File: src/verilog/rca_profiler_config.svh
`ifndef RCA_PROFILER_CONFIG_SVH
`define RCA_PROFILER_CONFIG_SVH

// Width of a branch PC
`define XLEN 32

// Profile table geometry
`define PROF_ENTRIES 8
`define PROF_IDX_W 3

// Taken counter width, all ones means saturated
`define COUNT_W 4

// Signed branch offset as reported by the branch unit
`define OFFSET_W 21

// Most negative offset in bytes that still counts as a short backward branch
`define SBB_MAX_OFFSET (-256)

`endif
File: src/verilog/rca_profiler_pkg.sv
`default_nettype none

`include "rca_profiler_config.svh"

package rca_profiler_pkg;

    // Stage 1 result, one per sampled branch
    typedef struct packed {
        logic              valid;
        logic [`XLEN-1:0]  pc;
        logic              sbb;
    } branch_event_t;

    // Stage 2 result carried into the table update
    typedef struct packed {
        logic                   valid;
        logic [`XLEN-1:0]       pc;
        logic                   sbb;
        logic                   hit;
        logic [`PROF_IDX_W-1:0] hit_idx;
        // PC equals the item written by stage 3 in the same cycle
        logic                   same_as_prev;
    } match_result_t;

    // One profile table slot
    typedef struct packed {
        logic [`XLEN-1:0]    branch_addr;
        logic                entry_valid;
        logic [`COUNT_W-1:0] taken_count;
    } profiler_entry_t;

endpackage

`default_nettype wire

File: src/verilog/rca_profiler_top.sv
`timescale 1ns/1ps
`default_nettype none

`include "rca_profiler_config.svh"

module rca_profiler_top (
    input  wire logic                      clk,
    input  wire logic                      rst_n,
    input  wire logic                      branch_issue,
    input  wire logic [`XLEN-1:0]          branch_pc,
    input  wire logic [`OFFSET_W-1:0]      branch_offset,
    input  wire logic                      branch_taken,
    input  wire logic                      profiler_lock,
    input  wire logic [`PROF_IDX_W-1:0]    rd_index,
    output rca_profiler_pkg::profiler_entry_t rd_entry
);

    rca_profiler_pkg::branch_event_t                      s1_event;
    rca_profiler_pkg::match_result_t                      s2_match;
    rca_profiler_pkg::profiler_entry_t [`PROF_ENTRIES-1:0] table_state;
    logic [`XLEN-1:0]                                     s3_pc;
    logic                                                 s3_valid;

    branch_event_filter u_filter (
        .clk           (clk),
        .rst_n         (rst_n),
        .branch_issue  (branch_issue),
        .branch_taken  (branch_taken),
        .profiler_lock (profiler_lock),
        .branch_pc     (branch_pc),
        .branch_offset (branch_offset),
        .event_out     (s1_event)
    );

    profile_match u_match (
        .clk         (clk),
        .rst_n       (rst_n),
        .event_in    (s1_event),
        .table_state (table_state),
        .s3_pc       (s3_pc),
        .s3_valid    (s3_valid),
        .match_out   (s2_match)
    );

    profile_table u_table (
        .clk         (clk),
        .rst_n       (rst_n),
        .match_in    (s2_match),
        .rd_index    (rd_index),
        .table_state (table_state),
        .s3_pc       (s3_pc),
        .s3_valid    (s3_valid),
        .rd_entry    (rd_entry)
    );

endmodule

`default_nettype wire

File: src/verilog/profile_table.sv
`timescale 1ns/1ps
`default_nettype none

`include "rca_profiler_config.svh"

module profile_table (
    input  wire logic                                   clk,
    input  wire logic                                   rst_n,
    input  wire rca_profiler_pkg::match_result_t        match_in,
    input  wire logic [`PROF_IDX_W-1:0]                 rd_index,
    output rca_profiler_pkg::profiler_entry_t [`PROF_ENTRIES-1:0] table_state,
    output logic [`XLEN-1:0]                            s3_pc,
    output logic                                        s3_valid,
    output rca_profiler_pkg::profiler_entry_t           rd_entry
);

    logic [`XLEN-1:0]       entry_addr  [`PROF_ENTRIES];
    logic [`COUNT_W-1:0]    entry_count [`PROF_ENTRIES];
    logic [`PROF_ENTRIES-1:0] entry_valid;

    // Slot written by the previous item and whether that write was an insert
    logic [`PROF_IDX_W-1:0] last_slot;
    logic                   last_insert;

    logic                   stale_hit;
    logic                   is_hit;
    logic                   do_insert;
    logic [`PROF_IDX_W-1:0] target;
    logic [`PROF_IDX_W-1:0] write_slot;
    logic                   saturated;
    logic                   any_invalid;
    logic [`PROF_IDX_W-1:0] free_idx;
    logic [`PROF_IDX_W-1:0] min_idx;
    logic [`COUNT_W-1:0]    min_count;
    logic [`PROF_IDX_W-1:0] victim;

    // Stage 2 hit on a slot that the previous insert just evicted
    assign stale_hit = match_in.hit && !match_in.same_as_prev && last_insert &&
                       (match_in.hit_idx == last_slot);

    assign is_hit    = match_in.valid && (match_in.same_as_prev ||
                                          (match_in.hit && !stale_hit));
    assign target    = match_in.same_as_prev ? last_slot : match_in.hit_idx;
    assign do_insert = match_in.valid && !is_hit && match_in.sbb;
    assign saturated = &entry_count[target];

    // Lowest free slot, scanned downward so the last assignment wins
    always_comb begin
        any_invalid = 1'b0;
        free_idx    = '0;
        for (int i = `PROF_ENTRIES - 1; i >= 0; i--) begin
            if (!entry_valid[i]) begin
                any_invalid = 1'b1;
                free_idx    = `PROF_IDX_W'(i);
            end
        end
    end

    // Lowest count, strict compare keeps the lowest index on ties
    always_comb begin
        min_count = entry_count[0];
        min_idx   = '0;
        for (int i = 1; i < `PROF_ENTRIES; i++) begin
            if (entry_count[i] < min_count) begin
                min_count = entry_count[i];
                min_idx   = `PROF_IDX_W'(i);
            end
        end
    end

    assign victim     = any_invalid ? free_idx : min_idx;
    assign write_slot = is_hit ? target : victim;

    // Only items that actually write a slot can be forwarded to stage 2
    assign s3_pc    = match_in.pc;
    assign s3_valid = is_hit || do_insert;

    always_ff @(posedge clk or negedge rst_n) begin
        if (!rst_n) begin
            entry_valid <= '0;
            for (int i = 0; i < `PROF_ENTRIES; i++) begin
                entry_count[i] <= '0;
            end
            last_slot   <= '0;
            last_insert <= 1'b0;
        end else begin
            if (is_hit) begin
                if (saturated) begin
                    // Age the whole table, invalid slots stay at zero
                    for (int i = 0; i < `PROF_ENTRIES; i++) begin
                        if (entry_valid[i]) begin
                            entry_count[i] <= entry_count[i] >> 1;
                        end
                    end
                    entry_count[target] <= (entry_count[target] >> 1) + `COUNT_W'(1);
                end else begin
                    entry_count[target] <= entry_count[target] + `COUNT_W'(1);
                end
            end
            if (do_insert) begin
                entry_valid[victim] <= 1'b1;
                entry_count[victim] <= `COUNT_W'(1);
            end
            if (s3_valid) begin
                last_slot <= write_slot;
            end
            last_insert <= do_insert;
        end
    end

    // Branch address storage
    always_ff @(posedge clk) begin
        if (do_insert) begin
            entry_addr[victim] <= match_in.pc;
        end
    end

    always_comb begin
        for (int i = 0; i < `PROF_ENTRIES; i++) begin
            table_state[i].branch_addr = entry_addr[i];
            table_state[i].entry_valid = entry_valid[i];
            table_state[i].taken_count = entry_count[i];
        end
    end

    // Zero latency readout
    assign rd_entry = table_state[rd_index];

endmodule

`default_nettype wire

File: src/verilog/profile_match.sv
`timescale 1ns/1ps
`default_nettype none

`include "rca_profiler_config.svh"

module profile_match (
    input  wire logic                                  clk,
    input  wire logic                                  rst_n,
    input  wire rca_profiler_pkg::branch_event_t       event_in,
    input  wire rca_profiler_pkg::profiler_entry_t [`PROF_ENTRIES-1:0] table_state,
    input  wire logic [`XLEN-1:0]                      s3_pc,
    input  wire logic                                  s3_valid,
    output rca_profiler_pkg::match_result_t            match_out
);

    logic [`PROF_ENTRIES-1:0] hit_vec;
    logic [`PROF_IDX_W-1:0]   hit_idx;
    logic                     same_pc;

    // Fully associative lookup, at most one entry can match
    always_comb begin
        hit_vec = '0;
        hit_idx = '0;
        for (int i = 0; i < `PROF_ENTRIES; i++) begin
            hit_vec[i] = table_state[i].entry_valid &&
                         (table_state[i].branch_addr == event_in.pc);
            // One-hot to binary by OR of the matching index
            if (hit_vec[i]) begin
                hit_idx = hit_idx | `PROF_IDX_W'(i);
            end
        end
    end

    // Stage 3 writes this PC now, so the table view above is one cycle behind
    assign same_pc = s3_valid && (s3_pc == event_in.pc);

    always_ff @(posedge clk or negedge rst_n) begin
        if (!rst_n) begin
            match_out <= '0;
        end else begin
            match_out.valid        <= event_in.valid;
            match_out.pc           <= event_in.pc;
            match_out.sbb          <= event_in.sbb;
            match_out.hit          <= |hit_vec;
            match_out.hit_idx      <= hit_idx;
            match_out.same_as_prev <= same_pc;
        end
    end

endmodule

`default_nettype wire

File: src/verilog/branch_event_filter.sv
`timescale 1ns/1ps
`default_nettype none

`include "rca_profiler_config.svh"

module branch_event_filter (
    input  wire logic                    clk,
    input  wire logic                    rst_n,
    input  wire logic                    branch_issue,
    input  wire logic                    branch_taken,
    input  wire logic                    profiler_lock,
    input  wire logic [`XLEN-1:0]        branch_pc,
    input  wire logic [`OFFSET_W-1:0]    branch_offset,
    output rca_profiler_pkg::branch_event_t event_out
);

    logic sbb;
    logic accept;

    // Negative but no further back than the short limit
    assign sbb = branch_offset[`OFFSET_W-1] &&
                 ($signed(branch_offset) >= $signed(`SBB_MAX_OFFSET));

    // Only taken branches are profiled, and nothing while software holds the lock
    assign accept = branch_issue && branch_taken && !profiler_lock;

    always_ff @(posedge clk or negedge rst_n) begin
        if (!rst_n) begin
            event_out <= '0;
        end else begin
            event_out.valid <= accept;
            event_out.pc    <= branch_pc;
            event_out.sbb   <= sbb;
        end
    end

endmodule

`default_nettype wire

File: config.mk
export PLATFORM = sky130hd
export DESIGN_NAME = rca_profiler_top
export DESIGN_NICKNAME = d
export VERILOG_FILES = /design/src/verilog/rca_profiler_pkg.sv /design/src/verilog/rca_profiler_top.sv /design/src/verilog/profile_table.sv /design/src/verilog/profile_match.sv /design/src/verilog/branch_event_filter.sv
export VERILOG_INCLUDE_DIRS = /design/src /design/src/verilog
export SDC_FILE = /design/constraint.sdc
export NUM_CORES = 1
export LEC_CHECK = 0
export BUFFER_PORTS_ARGS = -buffer_cell sky130_fd_sc_hd__buf_2
export CAP_MARGIN = 10
export CORE_UTILIZATION = 40
export CTS_BUF_LIST = sky130_fd_sc_hd__clkbuf_4 sky130_fd_sc_hd__clkbuf_8
export CTS_CLUSTER_SIZE = 40
export DETAILED_ROUTE_END_ITERATION = 6
export PLACE_DENSITY = 0.65
export SLEW_MARGIN = 20
export SYNTH_ARGS = -nofsm -noshare
export SYNTH_HDL_FRONTEND = slang
export SYNTH_SLANG_ARGS = --single-unit
File: constraint.sdc
create_clock -name clk -period 12.96 [get_ports clk]
set_input_delay 2.592 -clock clk [delete_from_list [all_inputs] [get_ports clk]]
set_output_delay 2.592 -clock clk [all_outputs]
set_load 0.02 [all_outputs]
==> results_tabular.tex, run 1 <==
\begin{tabular}{lr}
\hline
Metric & Value \\
\hline
\multicolumn{2}{l}{\textbf{Setup path}} \\
\quad Worst flop-to-flop path endpoint & u\_table.entry\_addr[5][25]\$\_DFFE\_PP\_ \\
\quad Slowest cell on the critical path & sky130\_fd\_sc\_hd\_\_nor3\_2 \\
\quad Setup slack on the worst flop-to-flop path & between 1500 and 2000 ps \\
\quad Top cell by count, worst path & sky130\_fd\_sc\_hd\_\_ha\_1 \\
\quad Worst endpoint required time & 13290 ps \\
\quad Path type of the worst setup path & register to register \\
\quad Critical R2R Launch & u\_table.table\_state[1]\$\_DFF\_PN0\_ \\
\quad CP peak stage delay & 730 ps \\
\quad Worst-case reg-to-reg path depth & 43 \\
\quad Max FO, Critical Path & 13 \\
\quad Startpoint Class & register \\
\quad Critical path capture point type & register \\
\quad Arrival time worst endpoint & roughly 11000 ps \\
\multicolumn{2}{l}{\textbf{Placement}} \\
\quad RePlAce Congestion & 0.961 \\
\quad HPWL reported at the end of detailed placement & 41000 um \\
\quad Area of placed instances & 20300 um\^{}2 \\
\quad Quantity of I/O buffers inserted on ports & 89 \\
\multicolumn{2}{l}{\textbf{Die}} \\
\quad Chip height & roughly 220 um \\
\quad Cell row count & 80 \\
\quad Floorplan core area & 47600 um\^{}2 \\
\quad Ports & 98 \\
\quad Starting utilization of the core area & 40.4\% \\
\quad Width of the die & 221 um \\
\quad Area enclosed by the die boundary & 49000 um\^{}2 \\
\multicolumn{2}{l}{\textbf{STA}} \\
\quad Fraction of the cycle the final worst path needs & 85.8\% \\
\quad Setup repair after global routing missed its margin & false \\
\quad Max-slew violation count & 0 \\
\quad Number of setup violations in the final report & 0 \\
\quad Total negative slack & 0 ps \\
\quad Count of final hold-check violations & 0 \\
\quad Worst-case headroom to the max-slew limit & roughly a fifth \\
\quad F\_max & between 0.08 and 0.09 GHz \\
\quad Final period demand of the worst path & around 11000 ps \\
\quad Worst clock skew & $\sim$31 ps \\
\quad Transition at the pin with the smallest max-transition slack & 1180 ps \\
\multicolumn{2}{l}{\textbf{Yosys}} \\
\quad Total nets after synthesis & 1521 \\
\quad Average cell area after synthesis & approximately 13 um\^{}2 \\
\quad Number of distinct library cells after synthesis & 67 \\
\quad Post-synthesis cell area & $\sim$19000 um\^{}2 \\
\quad Synth async-reset ratio & a little under a third \\
\quad Fraction of synthesized area in multiplexers & approximately 12\% \\
\quad XOR/XNOR Fraction of Synth Area & a little over an eighth \\
\quad Compound-Gate Fraction of Synth Area & 8.40\% \\
\quad Yosys warnings & 0 \\
\quad Simple logic cell fraction of the synthesized area & 6.87\% \\
\quad Commonest register cell after synthesis & sky130\_fd\_sc\_hd\_\_edfxtp\_1 \\
\quad Share of the yosys chip area belonging to registers & 55.1\% \\
\quad Adder-cell share of the synthesized area & 1.62\% \\
\quad Number of synthesized register bits & 373 \\
\quad Synthesized instance count & 1435 \\
\quad Number of synthesized flops with an enable pin & 256 \\
\quad Dominant combinational cell family by area after synthesis & XOR/XNOR gates \\
\multicolumn{2}{l}{\textbf{Detailed routing}} \\
\quad Detail-routed via count per cell & 6.01 \\
\quad Residual DRC & 0 \\
\quad Routed wire length per instance & between 20 and 30 um \\
\quad Total Wirelength & roughly 60000 um \\
\quad Total via count after detailed routing & 13100 \\
\quad Post-route antenna net violation count & 0 \\
\quad Number of detailed-route iterations in the first pass & 6 \\
\quad Starting DRT DRC Count & 1507 \\
\multicolumn{2}{l}{\textbf{Min path}} \\
\quad Count of cells along the worst hold path & 0 \\
\quad Critical hold path startpoint & u\_filter.event\_out[33]\$\_DFF\_PN0\_ \\
\quad Class of the tightest hold or removal check & register to register \\
\quad End point of the worst hold path & u\_match.match\_out[38]\$\_DFF\_PN0\_ \\
\multicolumn{2}{l}{\textbf{Clock network}} \\
\quad Number of hold buffers added after cts & 0 \\
\quad Maximum count of clock buffers along a single path & 3 \\
\quad Cell chosen for the clock root & sky130\_fd\_sc\_hd\_\_clkbuf\_8 \\
\quad Clock transition at path regs & 60 ps \\
\quad Later-pin clock latency in the skew report & 670 ps \\
\quad Sinks on Clock Net & 373 \\
\quad CTS tree & done \\
\quad Htree depth & 2 \\
\quad Post-CTS repair timing setup buffer count & 0 \\
\quad Number of clock buffers inserted by TritonCTS & 61 \\
\quad Post-cts repair resize count & 0 \\
\multicolumn{2}{l}{\textbf{Cells and area}} \\
\quad Area used by sequential logic in the layout & 10600 um\^{}2 \\
\quad Post-route cell area & $\sim$22000 um\^{}2 \\
\quad Area grow syn2layout & 12.4\% \\
\quad Multi-input gate area & 8200 um\^{}2 \\
\quad Filler cells & roughly 4300 \\
\quad Layout cells sized above 1 & 23.6\% \\
\quad Net count of the finished layout & 1600 \\
\multicolumn{2}{l}{\textbf{Power}} \\
\quad Internal power consumption & between 1500 and 2000 uW \\
\quad IR Drop Worst-Case VDD & about 0.000094 V \\
\quad Proportion of total power due to net switching & 23.8\% \\
\quad Proportion of power drawn by combinational gates & 6.0\% \\
\quad Switching Power & 617 uW \\
\quad Clock network fraction of total power & approximately 43\% \\
\quad Sequential Power Share & 51.1\% \\
\quad Static leakage power & 0.00744 uW \\
\quad Power density relative to cell area & 120 nW/um\^{}2 \\
\multicolumn{2}{l}{\textbf{Global routing}} \\
\quad Total gr overflow & 0 \\
\quad Number of antenna violations at the first check in global routing & 1 \\
\quad Overall global routing resource usage & 24.3\% \\
\quad Wire length of the first global-routing pass & a little under 90000 um \\
\quad Via count of the first global-routing pass & 12900 \\
\quad Largest net degree at the start of global routing & 72 \\
\multicolumn{2}{l}{\textbf{Outcome}} \\
\quad Outcome & finished clean \\
\multicolumn{2}{l}{\textbf{Job}} \\
\quad Max-cap violations & 0 \\
\hline
\end{tabular}
## metal layers
metal | part of all wire, % | GRT usage [%]
met1 | 41 | 34.0
met2 | 46 | 38.4
met3 | 9.1 | 4.18
met4 | 3.3 | 8.38
met5 | 0 | 0
## critical path, delay by kind of cell, from the launching register on
| kind | cells | cell delay, ps |
|---|---|---|
| buf+inv | 5 | 730 |
| fa+ha+maj | 7 | 1810 |
| mux | 3 | 500 |
| flops | 1 | 450 |
| compound gates | 18 | 4930 |
| simple gates | 10 | 2330 |
## worst max path at each step
stage | startpoint | endpoint | cells after the start
final | u_table.table_state[1]$_DFF_PN0_ | u_table.entry_addr[5][25]$_DFFE_PP_ | 43
after global routing | u_table.table_state[1]$_DFF_PN0_ | u_table.entry_addr[5][26]$_DFFE_PP_ | 44
after CTS | u_table.table_state[1]$_DFF_PN0_ | u_table.entry_addr[5][25]$_DFFE_PP_ | 43
after detailed placement | u_table.table_state[1]$_DFF_PN0_ | u_table.entry_addr[5][28]$_DFFE_PP_ | 44
after global placement | u_table.table_state[1]$_DFF_PN0_ | u_table.entry_addr[5][28]$_DFFE_PP_ | 44
after floorplan | u_table.table_state[1]$_DFF_PN0_ | u_table.entry_addr[5][0]$_DFFE_PP_ | 46
## Yosys cell counts (4+ instances only)
master	count	area share, %
sky130_fd_sc_hd__nand4_1	58	1.9
sky130_fd_sc_hd__and2_1	6	0.19
sky130_fd_sc_hd__mux4_2	74	8.7
sky130_fd_sc_hd__nor3_1	25	0.65
sky130_fd_sc_hd__ha_1	25	1.6
sky130_fd_sc_hd__a31oi_1	19	0.62
sky130_fd_sc_hd__o22ai_1	38	1.2
sky130_fd_sc_hd__o31a_1	8	0.36
sky130_fd_sc_hd__edfxtp_1	256	40
sky130_fd_sc_hd__o41ai_1	4	0.18
sky130_fd_sc_hd__a31o_2	16	0.73
sky130_fd_sc_hd__buf_1	13	0.25
sky130_fd_sc_hd__inv_1	35	0.68
sky130_fd_sc_hd__or4_1	5	0.19
sky130_fd_sc_hd__o2111a_1	5	0.29
sky130_fd_sc_hd__clkbuf_1	62	1.2
sky130_fd_sc_hd__o211ai_1	7	0.27
sky130_fd_sc_hd__o21ai_0	40	1.0
sky130_fd_sc_hd__mux2_2	39	2.3
sky130_fd_sc_hd__xor2_1	87	4.0
sky130_fd_sc_hd__mux2i_1	22	1.1
sky130_fd_sc_hd__a21oi_1	55	1.4
sky130_fd_sc_hd__dfrtp_1	117	15
sky130_fd_sc_hd__nand3b_1	4	0.16
sky130_fd_sc_hd__nor4_1	32	1.0
sky130_fd_sc_hd__o21a_1	5	0.19
sky130_fd_sc_hd__nor2_1	33	0.64
sky130_fd_sc_hd__a2111oi_0	5	0.23
sky130_fd_sc_hd__nand2_1	43	0.84
sky130_fd_sc_hd__xnor2_1	206	9.4
sky130_fd_sc_hd__buf_2	13	0.34
sky130_fd_sc_hd__nor2b_1	7	0.23
sky130_fd_sc_hd__nand3_1	19	0.49
## placed cells by master, fill, tap and decap left out, types with 6 or more instances in the layout
cell type                  Yosys  routed
sky130_fd_sc_hd__nand4_1      58      58
sky130_fd_sc_hd__nor3_1       25      17
sky130_fd_sc_hd__nor3_2        0       8
sky130_fd_sc_hd__xor2_1       87      87
sky130_fd_sc_hd__nand3_1      19      19
sky130_fd_sc_hd__inv_1        35      35
sky130_fd_sc_hd__buf_4         1      19
sky130_fd_sc_hd__nor2_1       33      33
sky130_fd_sc_hd__clkbuf_8      0      77
sky130_fd_sc_hd__o31a_1        8       8
sky130_fd_sc_hd__edfxtp_1    256     256
sky130_fd_sc_hd__a31o_2       16      16
sky130_fd_sc_hd__xnor2_1     206     206
sky130_fd_sc_hd__a31oi_1      19      19
sky130_fd_sc_hd__ha_1         25      25
sky130_fd_sc_hd__nor2b_1       7       7
sky130_fd_sc_hd__and2_1        6       6
sky130_fd_sc_hd__mux4_2       74      74
sky130_fd_sc_hd__o211ai_1      7       7
sky130_fd_sc_hd__buf_2        13      86
sky130_fd_sc_hd__clkinv_2      0       7
sky130_fd_sc_hd__mux2i_1      22      22
sky130_fd_sc_hd__dfrtp_1     117     117
sky130_fd_sc_hd__clkbuf_4      0      23
sky130_fd_sc_hd__o21ai_0      40      40
sky130_fd_sc_hd__nor4_1       32      32
sky130_fd_sc_hd__nand2_1      43      42
sky130_fd_sc_hd__a21oi_1      55      55
sky130_fd_sc_hd__o22ai_1      38      38
sky130_fd_sc_hd__mux2_2       39      39
## metrics by stage
stage,worst slack [ps],cells,utilization (%),hold WS (ps),total power (uW)
after floorplan,1970,1435,-,331,1430
after global routing,921,2182,45.4,366,2670
final,1850,2183,45.4,351,2590
after global placement,2140,2066,42.6,338,1500
after CTS,1940,2182,45.4,355,2600
after detailed placement,1990,2066,42.6,340,1500
## registers in the layout, summed over array words and instances, names as in the netlist
| name | flops |
|---|---|
| u_match.match_out | 39 |
| u_table.last_insert | 1 |
| u_filter.event_out | 34 |
| u_table.entry_valid | 8 |
| u_table.entry_addr | 256 |
| u_table.last_slot | 3 |
| u_table.table_state | 32 |
## layout make-up
class                   instances  share of cell area (%)
flip-flops and latches        373                    49.0
multi-input cells             937                    37.9
clock buffers                 100                    5.69
well taps                     615                    3.55
repair buffers                106                    2.70
inverters                      35                   0.607
clock inverters                16                   0.532
diodes                          1                  0.0116
## logic make-up (layout without fill, tap and decap cells)
kind of cell             count (synthesis)  after routing
adder cells (fa/ha/maj)                 25             25
AND/OR/NAND/NOR                        247            247
flip-flops                             373            373
other                                    0              1
multiplexers                           135            135
buffers and inverters                  125            257
XOR/XNOR                               293            293
AO/OA/AOI/OAI                          237            237
## power by group through the flow
stage                     combinational (uW)  sequential [uW]  clock, uW
after global placement                   156             1350          0
after floorplan                          109             1320          0
after CTS                                155             1320       1120
after detailed placement                 155             1350          0
after global routing                     163             1330       1180
final                                    155             1320       1110
(Power assumes the default switching activity.)
==> run 2, diff against run 1 <==
==> constraint.sdc (replaced) <==
create_clock -name clk -period 12.96 [get_ports clk]
set_input_delay 1.296 -clock clk [delete_from_list [all_inputs] [get_ports clk]]
set_output_delay 1.296 -clock clk [all_outputs]
set_load 0.02 [all_outputs]
==> results_tabular.tex, run 2 (same netlist as run 1, synthesis figures left out) <==
\begin{tabular}{lr}
\hline
Metric & Value \\
\hline
\multicolumn{2}{l}{\textbf{Setup path}} \\
\quad Worst Setup EP & u\_table.entry\_addr[6][5]\$\_DFFE\_PP\_ \\
\quad Top cell by count, worst path & sky130\_fd\_sc\_hd\_\_ha\_1 \\
\quad Max FO, Critical Path & 32 \\
\quad Worst setup path start & u\_table.table\_state[1]\$\_DFF\_PN0\_ \\
\quad Setup slack on the worst flop-to-flop path & slightly below 2000 ps \\
\quad Critical path capture point type & register \\
\quad Startpoint Class & register \\
\quad Critical R2R Launch & u\_table.table\_state[1]\$\_DFF\_PN0\_ \\
\quad Slowest cell on the critical path & sky130\_fd\_sc\_hd\_\_buf\_4 \\
\quad Worst-case reg-to-reg path depth & 45 \\
\quad Worst flop-to-flop path endpoint & u\_table.entry\_addr[6][5]\$\_DFFE\_PP\_ \\
\quad CP peak stage delay & 550 ps \\
\quad Arrival time worst endpoint & 11270 ps \\
\quad Worst endpoint required time & approximately 13000 ps \\
\quad Path type of the worst setup path & register to register \\
\multicolumn{2}{l}{\textbf{Cells and area}} \\
\quad Multi-input gate area & 8190 um\^{}2 \\
\quad Antenna diode instance count & 0 \\
\quad Net count of the finished layout & approximately 1600 \\
\quad Top reg by flops & u\_table.entry\_addr \\
\quad Leading cell type in the layout, fill and taps excluded & sky130\_fd\_sc\_hd\_\_edfxtp\_1 \\
\quad Largest register FFs & 256 \\
\quad Top flop regs & u\_table.entry\_addr x256, u\_match.match\_out x39, u\_filter.event\_out x34 \\
\quad Area grow syn2layout & 12.4\% \\
\quad Area used by sequential logic in the layout & 10600 um\^{}2 \\
\quad Layout cells sized above 1 & 23.7\% \\
\quad Filler cells & 4262 \\
\quad Commonest non-fill, non-tap cells in the layout & 256 x sky130\_fd\_sc\_hd\_\_edfxtp\_1, 206 x sky130\_fd\_sc\_hd\_\_xnor2\_1, 117 x sky130\_fd\_sc\_hd\_\_dfrtp\_1 \\
\multicolumn{2}{l}{\textbf{Clock network}} \\
\quad Number of hold buffers added after cts & 0 \\
\quad CTS tree & done \\
\quad Sinks on Clock Net & 373 \\
\quad Cell chosen for the clock root & sky130\_fd\_sc\_hd\_\_clkbuf\_8 \\
\quad Htree depth & 2 \\
\quad Post-cts repair resize count & 0 \\
\quad Clock transition at path regs & 60 ps \\
\quad Maximum count of clock buffers along a single path & 3 \\
\quad Post-CTS repair timing setup buffer count & 0 \\
\quad Later-pin clock latency in the skew report & 720 ps \\
\quad Number of clock buffers inserted by TritonCTS & 61 \\
\multicolumn{2}{l}{\textbf{STA}} \\
\quad Final period demand of the worst path & 10990 ps \\
\quad Worst-case headroom to the max-slew limit & 24.8\% \\
\quad Total negative slack & 0 ps \\
\quad Worst clock skew & 67.6 ps \\
\quad Number of setup violations in the final report & 0 \\
\quad Fraction of the cycle the final worst path needs & between 80 and 90\% \\
\quad Transition at the pin with the smallest max-transition slack & 1120 ps \\
\quad F\_max & 0.0910 GHz \\
\quad Count of final hold-check violations & 0 \\
\quad Max-slew violation count & 0 \\
\quad Setup repair after global routing missed its margin & false \\
\multicolumn{2}{l}{\textbf{Placement}} \\
\quad HPWL reported at the end of detailed placement & 41500 um \\
\quad RePlAce Congestion & 0.980 \\
\quad Quantity of I/O buffers inserted on ports & 89 \\
\multicolumn{2}{l}{\textbf{Detailed routing}} \\
\quad Routed wire length per instance & 27.4 um \\
\quad Number of detailed-route iterations in the first pass & 5 \\
\quad Detail-routed via count per cell & 5.95 \\
\quad Post-route antenna net violation count & 0 \\
\quad Starting DRT DRC Count & 1405 \\
\quad Total via count after detailed routing & 13000 \\
\quad Total Wirelength & 59900 um \\
\quad Residual DRC & 0 \\
\multicolumn{2}{l}{\textbf{Min path}} \\
\quad Class of the tightest hold or removal check & register to register \\
\quad Critical hold path startpoint & u\_filter.event\_out[33]\$\_DFF\_PN0\_ \\
\multicolumn{2}{l}{\textbf{Die}} \\
\quad Ports & 98 \\
\quad Width of the die & 221 um \\
\quad Cell row count & 80 \\
\quad Chip height & 221 um \\
\quad Starting utilization of the core area & between 40 and 50\% \\
\quad Area enclosed by the die boundary & 49000 um\^{}2 \\
\quad Floorplan core area & approximately 48000 um\^{}2 \\
\multicolumn{2}{l}{\textbf{Global routing}} \\
\quad Number of antenna violations at the first check in global routing & 0 \\
\quad Via count of the first global-routing pass & 12800 \\
\quad Total gr overflow & 0 \\
\quad Largest net degree at the start of global routing & 72 \\
\quad Overall global routing resource usage & 24.5\% \\
\quad Wire length of the first global-routing pass & just under 90000 um \\
\multicolumn{2}{l}{\textbf{Outcome}} \\
\quad Outcome & finished clean \\
\multicolumn{2}{l}{\textbf{Power}} \\
\quad Power density relative to cell area & 119 nW/um\^{}2 \\
\quad Static leakage power & around 0.0074 uW \\
\quad IR Drop Worst-Case VDD & between 0.00007 and 0.00008 V \\
\quad PnR Total Power & between 2000 and 3000 uW \\
\multicolumn{2}{l}{\textbf{Job}} \\
\quad Max-cap violations & 0 \\
\hline
\end{tabular}
-- run 2: cell count changes in the layout (fill, tap and decap cells not counted), moves of 2 or more --
cell                         delta
sky130_fd_sc_hd__clkinv_2       -2
sky130_fd_sc_hd__clkbuf_8       -3
sky130_fd_sc_hd__clkinvlp_4     -2
sky130_fd_sc_hd__clkbuf_4       +8
sky130_fd_sc_hd__buf_4          +2
-- run 2: cell type report --
cell class                 count  share of cell area, %
clock buffer                 105                   5.78
clock inverter                11                  0.370
inverter                      35                  0.607
multi-input combinational    937                   37.9
sequential                   373                   49.1
tap                          615                   3.56
timing repair buffer         108                   2.77
-- run 2: worst min-delay path by stage --
stage,to,slack [ps],cells after the start
final,u_match.match_out[38]$_DFF_PN0_,350,0
after global routing,u_match.match_out[5]$_DFF_PN0_,360,0
after CTS,u_match.match_out[38]$_DFF_PN0_,350,0
after detailed placement,u_match.match_out[38]$_DFF_PN0_,340,0
after global placement,u_match.match_out[5]$_DFF_PN0_,340,0
after floorplan,u_match.match_out[38]$_DFF_PN0_,330,0
-- run 2: critical path, delay by kind of cell (launching register included) --
kind                     cells  cell delay [ps]
AO/OA/AOI/OAI               19             5040
buffers and inverters        6             1100
flip-flops                   1              430
AND/OR/NAND/NOR             11             1910
multiplexers                 2              360
adder cells (fa/ha/maj)      7             1690
-- run 2: per-stage QoR --
stage | util (%) | area (um^2) | std cells | setup slack, ps | hold slack [ps]
after floorplan | - | 19300 | 1435 | 1970 | 331
after global placement | 42.6 | 20300 | 2068 | 2460 | 337
after detailed placement | 42.6 | 20300 | 2068 | 2210 | 340
after CTS | 45.4 | 21600 | 2184 | 2140 | 354
after global routing | 45.4 | 21600 | 2184 | 1040 | 362
final | 45.4 | 21600 | 2184 | 1970 | 350
-- run 2: layer usage --
metal	wire, um	global-route usage (%)	up-vias	part of all wire [%]
li1	-	-	5635	-
met1	24900	34.0	6631	42
met2	28200	38.6	627	47
met3	4700	4.09	102	7.8
met4	2110	9.57	0	3.5
met5	0	0	-	0
-- run 2: where the power goes --
group / switching, uW / internal (uW)
sequential: 38.1 / 1290
clock: 485 / 609
combinational: 89.9 / 65.7
